File: src/hdl/tomasulo_macros.svh
`ifndef TOMASULO_MACROS_SVH
`define TOMASULO_MACROS_SVH

// Widths of the architectural and rename state.
`define REG_ADDR_W 5
`define NUM_REGS 32
`define TAG_W 6
`define NUM_TAGS 64
`define DATA_W 32
`define IMM_W 16
`define OPCODE_W 6

// Major opcodes of the supported MIPS subset.
`define OPCODE_RTYPE 6'h00
`define OPCODE_J 6'h02
`define OPCODE_BEQ 6'h04
`define OPCODE_BNE 6'h05
`define OPCODE_LW 6'h23
`define OPCODE_SW 6'h2b

// R-type function codes that leave the integer queue.
`define FUNCT_MULT 6'h18
`define FUNCT_MULTU 6'h19
`define FUNCT_DIV 6'h1a
`define FUNCT_DIVU 6'h1b

// Opcodes seen by the load/store queue.
`define LS_FUNC_LW 1'b0
`define LS_FUNC_SW 1'b1

`endif

File: src/hdl/tomasulo_pkg.sv
`include "tomasulo_macros.svh"

package tomasulo_pkg;

   typedef logic [`REG_ADDR_W-1:0] reg_addr_t;
   typedef logic [`TAG_W-1:0] tag_t;
   typedef logic [`DATA_W-1:0] word_t;

   // One broadcast on the common data bus.
   // The branch fields report the outcome of a resolved BEQ or BNE.
   typedef struct packed {
      tag_t  tag;
      logic  valid;
      word_t data;
      logic  branch;
      logic  branch_taken;
   } cdb_t;

   // Payload shared by all four execution queues.
   // A source with its valid bit low waits on the CDB for the given tag.
   typedef struct packed {
      logic [`IMM_W-1:0] imm;
      tag_t              rdtag;
      tag_t              rstag;
      tag_t              rttag;
      word_t             rsdata;
      word_t             rtdata;
      logic              rsvalid;
      logic              rtvalid;
   } dispatch_bus_t;

   // Dispatch runs freely or waits for a branch outcome.
   typedef enum logic {
      DISPATCH,
      BRANCH_STALL
   } dispatch_state_t;

endpackage

File: src/hdl/tag_fifo.sv
`timescale 1ns/1ps

`include "tomasulo_macros.svh"

module tag_fifo
   import tomasulo_pkg::*;
(
   input  logic clk,
   input  logic rst_n,
   input  logic pop,
   input  cdb_t cdb,
   output tag_t head,
   output logic empty,
   output logic full
);

   localparam int PTR_W = $clog2(`NUM_TAGS);
   localparam int CNT_W = $clog2(`NUM_TAGS + 1);

   tag_t             mem [`NUM_TAGS];
   logic [PTR_W-1:0] rd_ptr;
   logic [PTR_W-1:0] wr_ptr;
   logic [CNT_W-1:0] count;
   logic             push;

   function automatic logic [PTR_W-1:0] next_ptr(input logic [PTR_W-1:0] ptr);
      next_ptr = (ptr == PTR_W'(`NUM_TAGS - 1)) ? '0 : ptr + 1'b1;
   endfunction

   // Every tag retired on the CDB becomes free again.
   assign push  = cdb.valid;
   assign head  = mem[rd_ptr];
   assign empty = (count == '0);
   assign full  = (count == CNT_W'(`NUM_TAGS));

   always_ff @(posedge clk) begin
      if (!rst_n) begin
         // All tags start out free, handed out in ascending order.
         for (int i = 0; i < `NUM_TAGS; i++) begin
            mem[i] <= tag_t'(i);
         end
         rd_ptr <= '0;
         wr_ptr <= '0;
         count  <= CNT_W'(`NUM_TAGS);
      end else begin
         if (push) begin
            mem[wr_ptr] <= cdb.tag;
            wr_ptr      <= next_ptr(wr_ptr);
         end
         if (pop) begin
            rd_ptr <= next_ptr(rd_ptr);
         end
         if (push && !pop) begin
            count <= count + 1'b1;
         end else if (pop && !push) begin
            count <= count - 1'b1;
         end
      end
   end

   // Only tags handed out by dispatch can come back, so the count stays in range.
   a_no_pop_empty: assert property (@(posedge clk) disable iff (!rst_n) pop |-> !empty);
   a_no_push_full: assert property (@(posedge clk) disable iff (!rst_n) push |-> !full);

endmodule

File: src/hdl/reg_status_table.sv
`timescale 1ns/1ps

`include "tomasulo_macros.svh"

module reg_status_table
   import tomasulo_pkg::*;
(
   input  logic                 clk,
   input  logic                 rst_n,
   input  reg_addr_t            rs_addr,
   input  reg_addr_t            rt_addr,
   input  logic                 rename_en,
   input  reg_addr_t            rename_addr,
   input  tag_t                 rename_tag,
   input  cdb_t                 cdb,
   output logic                 rs_busy,
   output logic                 rt_busy,
   output tag_t                 rs_tag,
   output tag_t                 rt_tag,
   output logic [`NUM_REGS-1:0] wr_onehot
);

   logic [`NUM_REGS-1:0] busy;
   tag_t                 tag [`NUM_REGS];
   logic [`NUM_REGS-1:0] rename_hit;

   assign rs_busy = busy[rs_addr];
   assign rt_busy = busy[rt_addr];
   assign rs_tag  = tag[rs_addr];
   assign rt_tag  = tag[rt_addr];

   // A register picks up the CDB value only while it still waits on that tag.
   // A rename in the same cycle makes the broadcast value stale for it.
   always_comb begin
      for (int i = 0; i < `NUM_REGS; i++) begin
         rename_hit[i] = rename_en && (rename_addr == reg_addr_t'(i));
         wr_onehot[i]  = cdb.valid && busy[i] && (tag[i] == cdb.tag) && !rename_hit[i];
      end
   end

   always_ff @(posedge clk) begin
      if (!rst_n) begin
         busy <= '0;
      end else begin
         for (int i = 0; i < `NUM_REGS; i++) begin
            if (rename_hit[i]) begin
               busy[i] <= 1'b1;
            end else if (wr_onehot[i]) begin
               busy[i] <= 1'b0;
            end
         end
      end
   end

   always_ff @(posedge clk) begin
      if (rename_en) begin
         tag[rename_addr] <= rename_tag;
      end
   end

   // Tags in flight are unique, so a broadcast can complete at most one register.
   a_onehot_write: assert property (@(posedge clk) disable iff (!rst_n) $onehot0(wr_onehot));

endmodule

File: src/hdl/regfile.sv
`timescale 1ns/1ps

`include "tomasulo_macros.svh"

module regfile
   import tomasulo_pkg::*;
(
   input  logic                 clk,
   input  logic                 rst_n,
   input  logic [`NUM_REGS-1:0] wr_onehot,
   input  word_t                wdata,
   input  reg_addr_t            rs_addr,
   input  reg_addr_t            rt_addr,
   output word_t                rs_data,
   output word_t                rt_data,
   input  reg_addr_t            debug_addr,
   output word_t                debug_data
);

   word_t regs [`NUM_REGS];

   // Reads are combinational. Dispatch handles same-cycle CDB forwarding itself.
   assign rs_data    = regs[rs_addr];
   assign rt_data    = regs[rt_addr];
   assign debug_data = regs[debug_addr];

   always_ff @(posedge clk) begin
      if (!rst_n) begin
         for (int i = 0; i < `NUM_REGS; i++) begin
            regs[i] <= '0;
         end
      end else begin
         // The status table selects the one register still waiting on this tag.
         for (int i = 0; i < `NUM_REGS; i++) begin
            if (wr_onehot[i]) begin
               regs[i] <= wdata;
            end
         end
      end
   end

endmodule

File: src/hdl/dispatch_ctrl.sv
`timescale 1ns/1ps

`include "tomasulo_macros.svh"

module dispatch_ctrl
   import tomasulo_pkg::*;
(
   input  logic                 clk,
   input  logic                 rst_n,
   input  word_t                ifq_inst,
   input  word_t                ifq_pc_plus4,
   input  logic                 ifq_empty,
   output logic                 ifq_ren,
   output logic                 ifq_branch_valid,
   output word_t                ifq_branch_addr,
   input  cdb_t                 cdb,
   output logic                 eq_int_en,
   output logic                 eq_ls_en,
   output logic                 eq_mult_en,
   output logic                 eq_div_en,
   input  logic                 eq_int_ready,
   input  logic                 eq_ls_ready,
   input  logic                 eq_mult_ready,
   input  logic                 eq_div_ready,
   output logic [`OPCODE_W-1:0] eq_int_opcode,
   output logic                 eq_ls_opcode,
   output dispatch_bus_t        eq_bus,
   output reg_addr_t            rs_addr,
   output reg_addr_t            rt_addr,
   input  logic                 rs_busy,
   input  logic                 rt_busy,
   input  tag_t                 rs_tag,
   input  tag_t                 rt_tag,
   input  word_t                rs_data,
   input  word_t                rt_data,
   output logic                 rename_en,
   output reg_addr_t            rename_addr,
   output tag_t                 rename_tag,
   output logic                 tag_pop,
   input  tag_t                 tag_head,
   input  logic                 tag_empty
);

   // Queue indices into the ready and enable vectors.
   localparam logic [1:0] Q_INT  = 2'd0;
   localparam logic [1:0] Q_LS   = 2'd1;
   localparam logic [1:0] Q_MULT = 2'd2;
   localparam logic [1:0] Q_DIV  = 2'd3;

   dispatch_state_t     state;
   dispatch_state_t     state_next;
   logic [`OPCODE_W-1:0] opcode;
   logic [`OPCODE_W-1:0] funct;
   reg_addr_t           rd_addr;
   logic [`IMM_W-1:0]   imm;
   logic [25:0]         jump_index;
   word_t               branch_target;
   word_t               branch_target_r;
   word_t               jump_target;
   logic [1:0]          q_sel;
   logic [3:0]          q_ready;
   logic [3:0]          q_en;
   logic                needs_queue;
   logic                needs_tag;
   logic                is_branch;
   logic                is_jump;
   logic                is_load;
   logic                is_store;
   logic                rs_fwd;
   logic                rt_fwd;
   logic                can_issue;
   logic                go;

   assign opcode     = ifq_inst[31:26];
   assign rs_addr    = ifq_inst[25:21];
   assign rt_addr    = ifq_inst[20:16];
   assign rd_addr    = ifq_inst[15:11];
   assign funct      = ifq_inst[5:0];
   assign imm        = ifq_inst[15:0];
   assign jump_index = ifq_inst[25:0];

   assign branch_target = ifq_pc_plus4 + {{(`DATA_W - `IMM_W - 2){imm[`IMM_W-1]}}, imm, 2'b00};
   assign jump_target   = {ifq_pc_plus4[31:28], jump_index, 2'b00};

   always_comb begin
      q_sel         = Q_INT;
      needs_queue   = 1'b0;
      needs_tag     = 1'b0;
      is_branch     = 1'b0;
      is_jump       = 1'b0;
      is_load       = 1'b0;
      is_store      = 1'b0;
      eq_int_opcode = '0;
      eq_ls_opcode  = `LS_FUNC_LW;
      case (opcode)
         `OPCODE_RTYPE: begin
            needs_queue = 1'b1;
            needs_tag   = 1'b1;
            case (funct)
               `FUNCT_MULT, `FUNCT_MULTU: q_sel = Q_MULT;
               `FUNCT_DIV, `FUNCT_DIVU: q_sel = Q_DIV;
               default: eq_int_opcode = funct;
            endcase
         end
         `OPCODE_BEQ, `OPCODE_BNE: begin
            // The integer unit compares the operands and reports on the CDB.
            needs_queue   = 1'b1;
            is_branch     = 1'b1;
            eq_int_opcode = opcode;
         end
         `OPCODE_J: begin
            is_jump = 1'b1;
         end
         `OPCODE_LW: begin
            q_sel        = Q_LS;
            needs_queue  = 1'b1;
            needs_tag    = 1'b1;
            is_load      = 1'b1;
            eq_ls_opcode = `LS_FUNC_LW;
         end
         `OPCODE_SW: begin
            q_sel        = Q_LS;
            needs_queue  = 1'b1;
            is_store     = 1'b1;
            eq_ls_opcode = `LS_FUNC_SW;
         end
         default: begin
            // Unsupported opcodes never leave the fetch queue.
         end
      endcase
   end

   // A source still busy is resolved if its producer broadcasts this very cycle.
   assign rs_fwd = rs_busy && cdb.valid && (cdb.tag == rs_tag);
   assign rt_fwd = rt_busy && cdb.valid && (cdb.tag == rt_tag);

   always_comb begin
      eq_bus.imm     = imm;
      eq_bus.rdtag   = tag_head;
      eq_bus.rstag   = rs_tag;
      eq_bus.rttag   = is_load ? tag_head : rt_tag;
      eq_bus.rsdata  = rs_fwd ? cdb.data : rs_data;
      eq_bus.rtdata  = rt_fwd ? cdb.data : rt_data;
      eq_bus.rsvalid = !rs_busy || rs_fwd;
      eq_bus.rtvalid = is_store || !rt_busy || rt_fwd;
   end

   assign q_ready   = {eq_div_ready, eq_mult_ready, eq_ls_ready, eq_int_ready};
   assign can_issue = !ifq_empty && needs_queue && q_ready[q_sel] && !(needs_tag && tag_empty);

   always_comb begin
      go               = 1'b0;
      state_next       = state;
      ifq_branch_valid = 1'b0;
      ifq_branch_addr  = jump_target;
      case (state)
         DISPATCH: begin
            go               = can_issue;
            ifq_branch_valid = is_jump && !ifq_empty;
            if (go && is_branch) begin
               state_next = BRANCH_STALL;
            end
         end
         BRANCH_STALL: begin
            // The instruction after the branch only issues on a not-taken outcome.
            go               = can_issue && cdb.branch && !cdb.branch_taken;
            ifq_branch_valid = cdb.branch && cdb.branch_taken;
            ifq_branch_addr  = branch_target_r;
            if (cdb.branch) begin
               state_next = (go && is_branch) ? BRANCH_STALL : DISPATCH;
            end
         end
         default: state_next = DISPATCH;
      endcase
   end

   assign q_en       = go ? (4'b0001 << q_sel) : 4'b0000;
   assign eq_int_en  = q_en[Q_INT];
   assign eq_ls_en   = q_en[Q_LS];
   assign eq_mult_en = q_en[Q_MULT];
   assign eq_div_en  = q_en[Q_DIV];
   assign ifq_ren    = go;

   // Loads write rt, all other tagged instructions write rd.
   assign tag_pop     = go && needs_tag;
   assign rename_en   = tag_pop;
   assign rename_addr = is_load ? rt_addr : rd_addr;
   assign rename_tag  = tag_head;

   always_ff @(posedge clk) begin
      if (!rst_n) begin
         state <= DISPATCH;
      end else begin
         state <= state_next;
      end
   end

   always_ff @(posedge clk) begin
      if (go && is_branch) begin
         branch_target_r <= branch_target;
      end
   end

   // A branch outcome only arrives while a dispatched branch waits for it.
   a_outcome_in_stall: assert property (@(posedge clk) disable iff (!rst_n)
      cdb.branch |-> state == BRANCH_STALL);
   // Fetch keeps an instruction in place until dispatch pops it or redirects fetch.
   a_inst_held: assert property (@(posedge clk) disable iff (!rst_n)
      !ifq_empty && !ifq_ren && !ifq_branch_valid |=> ifq_empty || $stable(ifq_inst));

endmodule

File: src/hdl/dispatch_top.sv
`timescale 1ns/1ps

`include "tomasulo_macros.svh"

module dispatch_top
   import tomasulo_pkg::*;
(
   input  logic                 clk,
   input  logic                 rst_n,
   input  word_t                ifq_inst,
   input  word_t                ifq_pc_plus4,
   input  logic                 ifq_empty,
   output logic                 ifq_ren,
   output logic                 ifq_branch_valid,
   output word_t                ifq_branch_addr,
   input  cdb_t                 cdb,
   output logic                 eq_int_en,
   output logic                 eq_ls_en,
   output logic                 eq_mult_en,
   output logic                 eq_div_en,
   input  logic                 eq_int_ready,
   input  logic                 eq_ls_ready,
   input  logic                 eq_mult_ready,
   input  logic                 eq_div_ready,
   output logic [`OPCODE_W-1:0] eq_int_opcode,
   output logic                 eq_ls_opcode,
   output dispatch_bus_t        eq_bus,
   input  reg_addr_t            debug_addr,
   output word_t                debug_data
);

   reg_addr_t            rs_addr;
   reg_addr_t            rt_addr;
   logic                 rs_busy;
   logic                 rt_busy;
   tag_t                 rs_tag;
   tag_t                 rt_tag;
   word_t                rs_data;
   word_t                rt_data;
   logic                 rename_en;
   reg_addr_t            rename_addr;
   tag_t                 rename_tag;
   logic                 tag_pop;
   tag_t                 tag_head;
   logic                 tag_empty;
   logic [`NUM_REGS-1:0] wr_onehot;

   dispatch_ctrl i_ctrl (
      .clk, .rst_n, .ifq_inst, .ifq_pc_plus4, .ifq_empty, .ifq_ren,
      .ifq_branch_valid, .ifq_branch_addr, .cdb,
      .eq_int_en, .eq_ls_en, .eq_mult_en, .eq_div_en,
      .eq_int_ready, .eq_ls_ready, .eq_mult_ready, .eq_div_ready,
      .eq_int_opcode, .eq_ls_opcode, .eq_bus,
      .rs_addr, .rt_addr, .rs_busy, .rt_busy, .rs_tag, .rt_tag, .rs_data, .rt_data,
      .rename_en, .rename_addr, .rename_tag, .tag_pop, .tag_head, .tag_empty
   );

   regfile i_regfile (
      .clk, .rst_n, .wr_onehot, .wdata (cdb.data), .rs_addr, .rt_addr,
      .rs_data, .rt_data, .debug_addr, .debug_data
   );

   reg_status_table i_rst (
      .clk, .rst_n, .rs_addr, .rt_addr, .rename_en, .rename_addr, .rename_tag,
      .cdb, .rs_busy, .rt_busy, .rs_tag, .rt_tag, .wr_onehot
   );

   // Only the empty flag matters to dispatch. Full is unused at this level.
   tag_fifo i_tag_fifo (
      .clk, .rst_n, .pop (tag_pop), .cdb, .head (tag_head), .empty (tag_empty), .full ()
   );

endmodule

File: config.mk
export PLATFORM = sky130hd
export DESIGN_NAME = dispatch_top
export DESIGN_NICKNAME = d
export VERILOG_FILES = /design/src/hdl/tomasulo_pkg.sv /design/src/hdl/tag_fifo.sv /design/src/hdl/reg_status_table.sv /design/src/hdl/regfile.sv /design/src/hdl/dispatch_ctrl.sv /design/src/hdl/dispatch_top.sv
export VERILOG_INCLUDE_DIRS = /design/src /design/src/hdl
export SDC_FILE = /design/constraint.sdc
export NUM_CORES = 2
export LEC_CHECK = 0
export ABC_AREA = 1
export BUFFER_PORTS_ARGS = -buffer_cell sky130_fd_sc_hd__buf_4
export CELL_PAD_IN_SITES_DETAIL_PLACEMENT = 0
export CELL_PAD_IN_SITES_GLOBAL_PLACEMENT = 1
export CORE_ASPECT_RATIO = 0.9
export CORE_UTILIZATION = 25
export CTS_CLUSTER_DIAMETER = 30
export DETAILED_ROUTE_END_ITERATION = 12
export PLACE_DENSITY_LB_ADDON = 0.1
export SLEW_MARGIN = 5
export SYNTH_ARGS = -nofsm -noshare
export SYNTH_HDL_FRONTEND = slang
export SYNTH_SLANG_ARGS = --single-unit
File: constraint.sdc
create_clock -name clk -period 6.55 [get_ports clk]
set_clock_uncertainty 0.1 [all_clocks]
set_input_delay 0.655 -clock clk [delete_from_list [all_inputs] [get_ports clk]]
set_output_delay 0.655 -clock clk [all_outputs]
set_load 0.03 [all_outputs]
Word-level counts from Yosys, hierarchy flattened --
Memories as Yosys holds them, arrays and structs flattened. A register that Yosys moved wholly into a read port is not among the register bits. Cells that the tools add are included.
Storage, ports and cells: output and inout port bits 177, memory bits (writable) 1600, memories kept 3, input port bits 117, ROM bits 0, word-level logic and storage cells 625, latch bits 0, flip-flop bits (word level) 84
Memories:
- i_regfile.regs | words 32, width 32, rd ports 3, clocked after Yosys merged registers in 0, write ports 32, line regfile.sv:20 | word_t regs [`NUM_REGS];
- i_tag_fifo.mem | words 64, width 6, rd ports 1, clocked after Yosys merged registers in 1, write ports 64, line tag_fifo.sv:20 | tag_t mem [`NUM_TAGS];
- i_rst.tag | words 32, width 6, rd ports 34, clocked after Yosys merged registers in 0, write ports 1, line reg_status_table.sv:24 | tag_t tag [`NUM_REGS];
Cells by class: order comparisons 3, bitwise gates (word level) 33, multiplexer cells 235, $mul 0, reduce and logical (&&, ||, !) cells 232, divide/modulo/power cells 0, equality and inequality tests 76, $add $sub $neg 5, shift-type cells 1
Operators by type and width (number):
- $mux W32 | 35
- $eq A6 B6 Y1 | 34
- $mux W1 | 179
- $logic_and A1 B1 Y1 | 146
- $eq A5 B5 Y1 const B | 16
- $reduce_bool A2 Y1 | 33
- $mux W6 | 8
- $eq A5 B4 Y1 const B | 8
- $logic_not A1 Y1 | 39
- $add A32 B32 Y32 | 1
- $or A1 B1 Y1 | 32
- $eq A6 B5 Y1 const B | 4
- $eq A6 B6 Y1 const B | 4
- $eq A5 B3 Y1 const B | 4
- $mux W7 | 2
- $add A6 B1 Y6 const B | 2
- $eq A6 B3 Y1 const B | 2
- $lt A5 B6 Y1 const B | 2
- $pmux W6 S2 | 1
- $bmux W1 S5 | 2
- $eq A5 B2 Y1 const B | 2
- $reduce_or A2 Y1 | 5
- $pmux W2 S2 | 2
- $add A7 B1 Y7 const B | 1
- other kinds (17) | 21

Depth between registers and ports, before layout --
word-level depth 19, depth in mapped cells 25, depth with buffers taken out 24

Cells and area by module --
Synthesis repeated with hierarchy kept, for this count alone.
Second synthesis, totals: cell total of the unflattened synthesis 14061, area total of the unflattened synthesis 105025.7 µm²
Modules (own cells, without submodules):
- regfile | cells an instance 9166, instances 1, area each 65886.9 µm², seq. area each 30749.5 µm²
- tag_fifo | cells an instance 2092, instances 1, area each 19392.3 µm², seq. area each 12031.5 µm²
- reg_status_table | cells an instance 2015, instances 1, area each 14687.8 µm², seq. area each 6406.1 µm²
- dispatch_ctrl | cells an instance 788, instances 1, area each 5058.6 µm², seq. area each 980.9 µm²

Least setup slack after synthesis --
OpenSTA, ideal clock, no wires.
path kind input to register, start in ifq_inst[29], end reg i_tag_fifo.count[6], arrival time 3.503 ns, slack 2.824 ns, cell stages on the path 23, path buffers 1, path through nor2_2 nand3_4 nor2_4 nand3_1 o21ai_1 nor2_1 nor2_4 nand2_4 nor2_8 buf_4 inv_1 ha_1 inv_1 ha_1 a21o_1 a21oi_1 o21ai_0 a21oi_1 nand2_1 nand2_1 nor2_1 a21oi_1 o21ai_0
On the way: word-level cells in the longest chain between the ends 14
RTL lines:
- start: declaration | line dispatch_top.sv:10 | input word_t ifq_inst,
- $eq A6 B6 Y1 | line dispatch_ctrl.sv:95 | case (opcode)
- $reduce_or A2 Y1 (no line)
- $pmux W2 S2 | line dispatch_ctrl.sv:95
- $bmux W1 S2 | line dispatch_ctrl.sv:149 | assign can_issue = !ifq_empty && needs_queue && q_ready[q_sel] && !(needs_tag && tag_empty);
- $mux W1 (not written as such) | line dispatch_ctrl.sv:149
- $logic_and A1 B1 Y1 (2 in series) | line dispatch_ctrl.sv:149
- $logic_and A1 B1 Y1 (2 in series) | line dispatch_ctrl.sv:166 | go = can_issue && cdb.branch && !cdb.branch_taken;
- $pmux W1 S2 | line dispatch_ctrl.sv:156 | case (state)
- $logic_and A1 B1 Y1 (*) | line dispatch_ctrl.sv:185 | assign tag_pop = go && needs_tag;
- $logic_not A1 Y1 | line tag_fifo.sv:53 | if (push && !pop) begin
- $logic_and A1 B1 Y1 | line tag_fifo.sv:53
- $mux W7 or $reduce_bool A2 Y1 (tied branches)
- end signal: assignment | line tag_fifo.sv:44 | count <= CNT_W'(`NUM_TAGS);
- end signal: assignment | line tag_fifo.sv:54 | count <= count + 1'b1;
- end signal: assignment | line tag_fifo.sv:56 | count <= count - 1'b1;
- end: declaration | line tag_fifo.sv:23 | logic [CNT_W-1:0] count;
Mark *: on every way between the ends. The rest lies on a longest branch, timed or not. The select of a mux whose other input is x is not followed. A chain may end at the register's enable or synchronous reset.

==> results.yml <==
final_layout:
  layout-drive-gt1-share: 0.119
  final_nets: 12300
  fin_util: 0.315
  nFillCells: 41300
  area_growth_syn_to_layout_pct: 25.5
logic_synthesis:
  yosysWarnings: 0
  synth-edff-count: 1632
  netlist.area_leader.share: 0.494
  syn_area_per_cell_um2: 8.23
  yosysSeqAreaShare: 0.505
  synthTopCellsByArea: "edfxtp_1 (49%), o21ai_0 (10%), nand2_1 (6.6%), a21oi_1 (6.1%), nor2_1 (5.6%)"
  synth.distinct_cells: 58
  synth_common_cells: "o21ai_0 (1977), nand2_1 (1748), edfxtp_1 (1632)"
  yosysMostFrequentCell: "o21ai_0"
  synthesis.nets: 12200
  ys.flop_type: "edfxtp_1"
  synthArstFlopShare: 0
  synthesis.area_um2: 99300
  ys_ff_latch: 1690
  yosys.area.top_type: "edfxtp_1"
  syn_inst: 12100
worst_setup_path:
  cp.required_ns: 5.79
  arrival_ns: 5.15
  critPathMaxStageDelay_ns: 0.70
  r2r_cells: 10
  start_kind: "primary input"
  path_common_cell: "nand2_1"
  crit_fanout: 123
  path_cells: "buf_8, clkinv_8, nand2_1, nand3_1, nand3_1, nand2_1, nand2_1, nand3_1, nand2_1, nand2_1, nand2_1, inv_1, nand2_1, nor2_1, nand2_4, nand2_1, nand2_1, buf_4"
  cp_slowest_cell: "nand2_4"
  worstSetupPathType: "in -> out"
  endpoint_kind: "output pin"
power:
  power.share.sequential: 0.292
  comb_power_share: 0.106
  cellLeakagePower_uw: 0.0458
  power.density_nw_per_um2: 342
  switchingPower_uw: 11700
  p_int_uw: 31000
  swShare: 0.273
  ir_drop_mv: 0.268
  clkPwrFrac: 0.602
placement:
  pre_cts_ws_ns: 0.809
  portBuffers: 293
  place.gp.congestion: 0.848
  dp_hpwl_um: 317000
route:
  drtIter0Drc: 11500
  final_antenna_net_count: 0
  routed_wl_um: 540000
  vias: 97300
  dr.pass1.iters: 7
  post_drt_wl_per_cell_um: 30.2
  route.detailed.drc: 0
  viasPerCell: 5.45
outcome:
  status: "complete, no violations"
floorplanning:
  die_area_um2: 400000
  io_pins: 294
  row_count: 219
  start_util: 0.251
  die_w_um: 666
  dieHeight_um: 600
  fp.coreArea_um2: 395000
clock_tree:
  cts.clk_slew.worst_paths_ns: 0.04
  numClockSinks: 1690
  clock_latency_ns: 1.01
  clockBufferDepth: 4
  cts_tree: "built"
  cts.htree.levels: 6
  cts_resized: 0
  cts-buffers-inserted: 549
  root_buffer: "clkbuf_16"
timing:
  drv_slew: 0
  setup_violations: 0
  timing.final.ws_setup_ns: 0.642
  hold_viol: 0
  slew_headroom: 0.192
  rsz0062_at_grt: "false"
  tns_ns: 0
  layout_worst_path_cycle_share: 0.902
  tightest_slew_ns: 1.21
  min_period_ns: 5.91
  fmax_mhz: 169
min_path:
  holdCritPathClass: "in -> reg"
  hold_depth: 3
flow_run:
  cap_violations: 0
global_routing:
  grt_usage: 0.259
  grt_antenna_before_repair: 20
  grt_pass1_wl_um: 739000
  grt_max_degree: 180
  grt-ovfl-total: 0
  first_global_vias: 93300
[cell families after synthesis]
kind of cell,Yosys count,share of synthesized area
and+or+nand+nor,4403,0.185
AOI/OAI and AO/OA,3940,0.216
buffers and inverters,1861,0.0780
DFF,1690,0.505
xor gates and xnor gates,124,0.0109
adders and majority gates,40,0.00519
[placed cells by master (no fill, tap or decap), types with 24 or more instances in the layout]
master,synthesis,routed
nor3_1,32,32
edfxtp_1,1632,1632
nand4_1,49,49
nand2_1,1748,1709
o221ai_1,69,69
buf_4,83,499
nand3_1,979,979
inv_1,783,767
o22ai_1,112,112
a31oi_1,138,138
a32oi_1,30,30
xnor2_1,51,51
clkinv_2,0,102
nand2_4,1,39
dfxtp_1,58,54
xor2_1,73,73
nor2_1,1474,1474
nor4_1,31,28
clkinv_1,4,104
a21oi_1,1209,1209
o211ai_1,311,311
clkbuf_1,602,88
bufinv_16,0,55
and3_1,24,24
ha_1,38,38
o21ai_0,1977,1975
o21ai_1,22,24
clkbuf_16,0,556
buf_12,0,49
[registers in the layout (all words and copies together), names as in the netlist, named ones only]
name	count
i_rst.busy	32
i_rst.tag	192
i_tag_fifo.mem	384
i_tag_fifo.rd_ptr	6
i_ctrl.state	1
i_tag_fifo.count	7
i_ctrl.branch_target_r	32
i_regfile.regs	1024
i_tag_fifo.wr_ptr	6
[worst max-delay path, delay by kind of cell]
family | cells | cell delay [ns]
buf+inv | 4 | 1.30
simple gates | 14 | 2.81
[cell type report]
class,instances,area [um^2],area share
Sequential cell,1690,50200,0.403
Multi-Input combinational cell,8507,41700,0.335
Clock buffer,651,14300,0.115
Tap cell,5304,6640,0.0533
Timing Repair Buffer,566,4950,0.0397
Clock inverter,342,3680,0.0295
Inverter,795,3100,0.0248
Antenna cell,6,15.0,0.000121
[path summary, 6_finish.rpt]
kind	to	slack, ns	start
max	eq_bus[57]	0.64	ifq_inst[21]
min	i_ctrl.branch_target_r[4]$_DFFE_PP_	0.08	ifq_pc_plus4[4]
max reg2reg	i_rst.tag[24][1]$_DFFE_PP_	2.31	register
min reg2reg	register	0.38	i_tag_fifo.rd_ptr[4]$_SDFFE_PN0P_
[through the flow]
| step | instance area [um^2] | total power, uW | std cells | hold WS (ns) |
|---|---|---|---|---|
| 5_1_grt | 125000 | 43900 | 17900 | 0.0777 |
| 3_3_place_gp | 106000 | 17100 | 16900 | 0.400 |
| 2_1_floorplan | 99300 | 15000 | 12100 | 0.355 |
| 3_5_place_dp | 106000 | 17100 | 16900 | 0.388 |
| 6_report | 125000 | 42700 | 17900 | 0.0797 |
| 4_1_cts | 125000 | 43000 | 17900 | 0.00408 |
[power groups by stage]
stage | Clock (uW) | Combinational (uW) | Sequential [uW]
CTS | 26000 | 4490 | 12500
detailed placement | 0 | 4480 | 12600
global placement | 0 | 4480 | 12600
finish | 25700 | 4510 | 12500
global route | 26600 | 4770 | 12500
floorplan | 0 | 2400 | 12600
[what timing repair did]
item | in CTS | in global routing
endpoints found under the hold margin | 5 | 0
buffers inserted | 0 | 0
hold buffers | 6 | 0
endpoints found under the setup margin | 0 | 0
[routing by layer]
metal | GRT usage | vias to the layer above | routed length, um
met5 | 0 | - | 7
met4 | 0.0983 | 2 | 21600
met3 | 0.0441 | 1146 | 42100
met2 | 0.416 | 5277 | 243000
met1 | 0.348 | 48100 | 233000
li1 | - | 42800 | -
(Power assumes the default switching activity.)
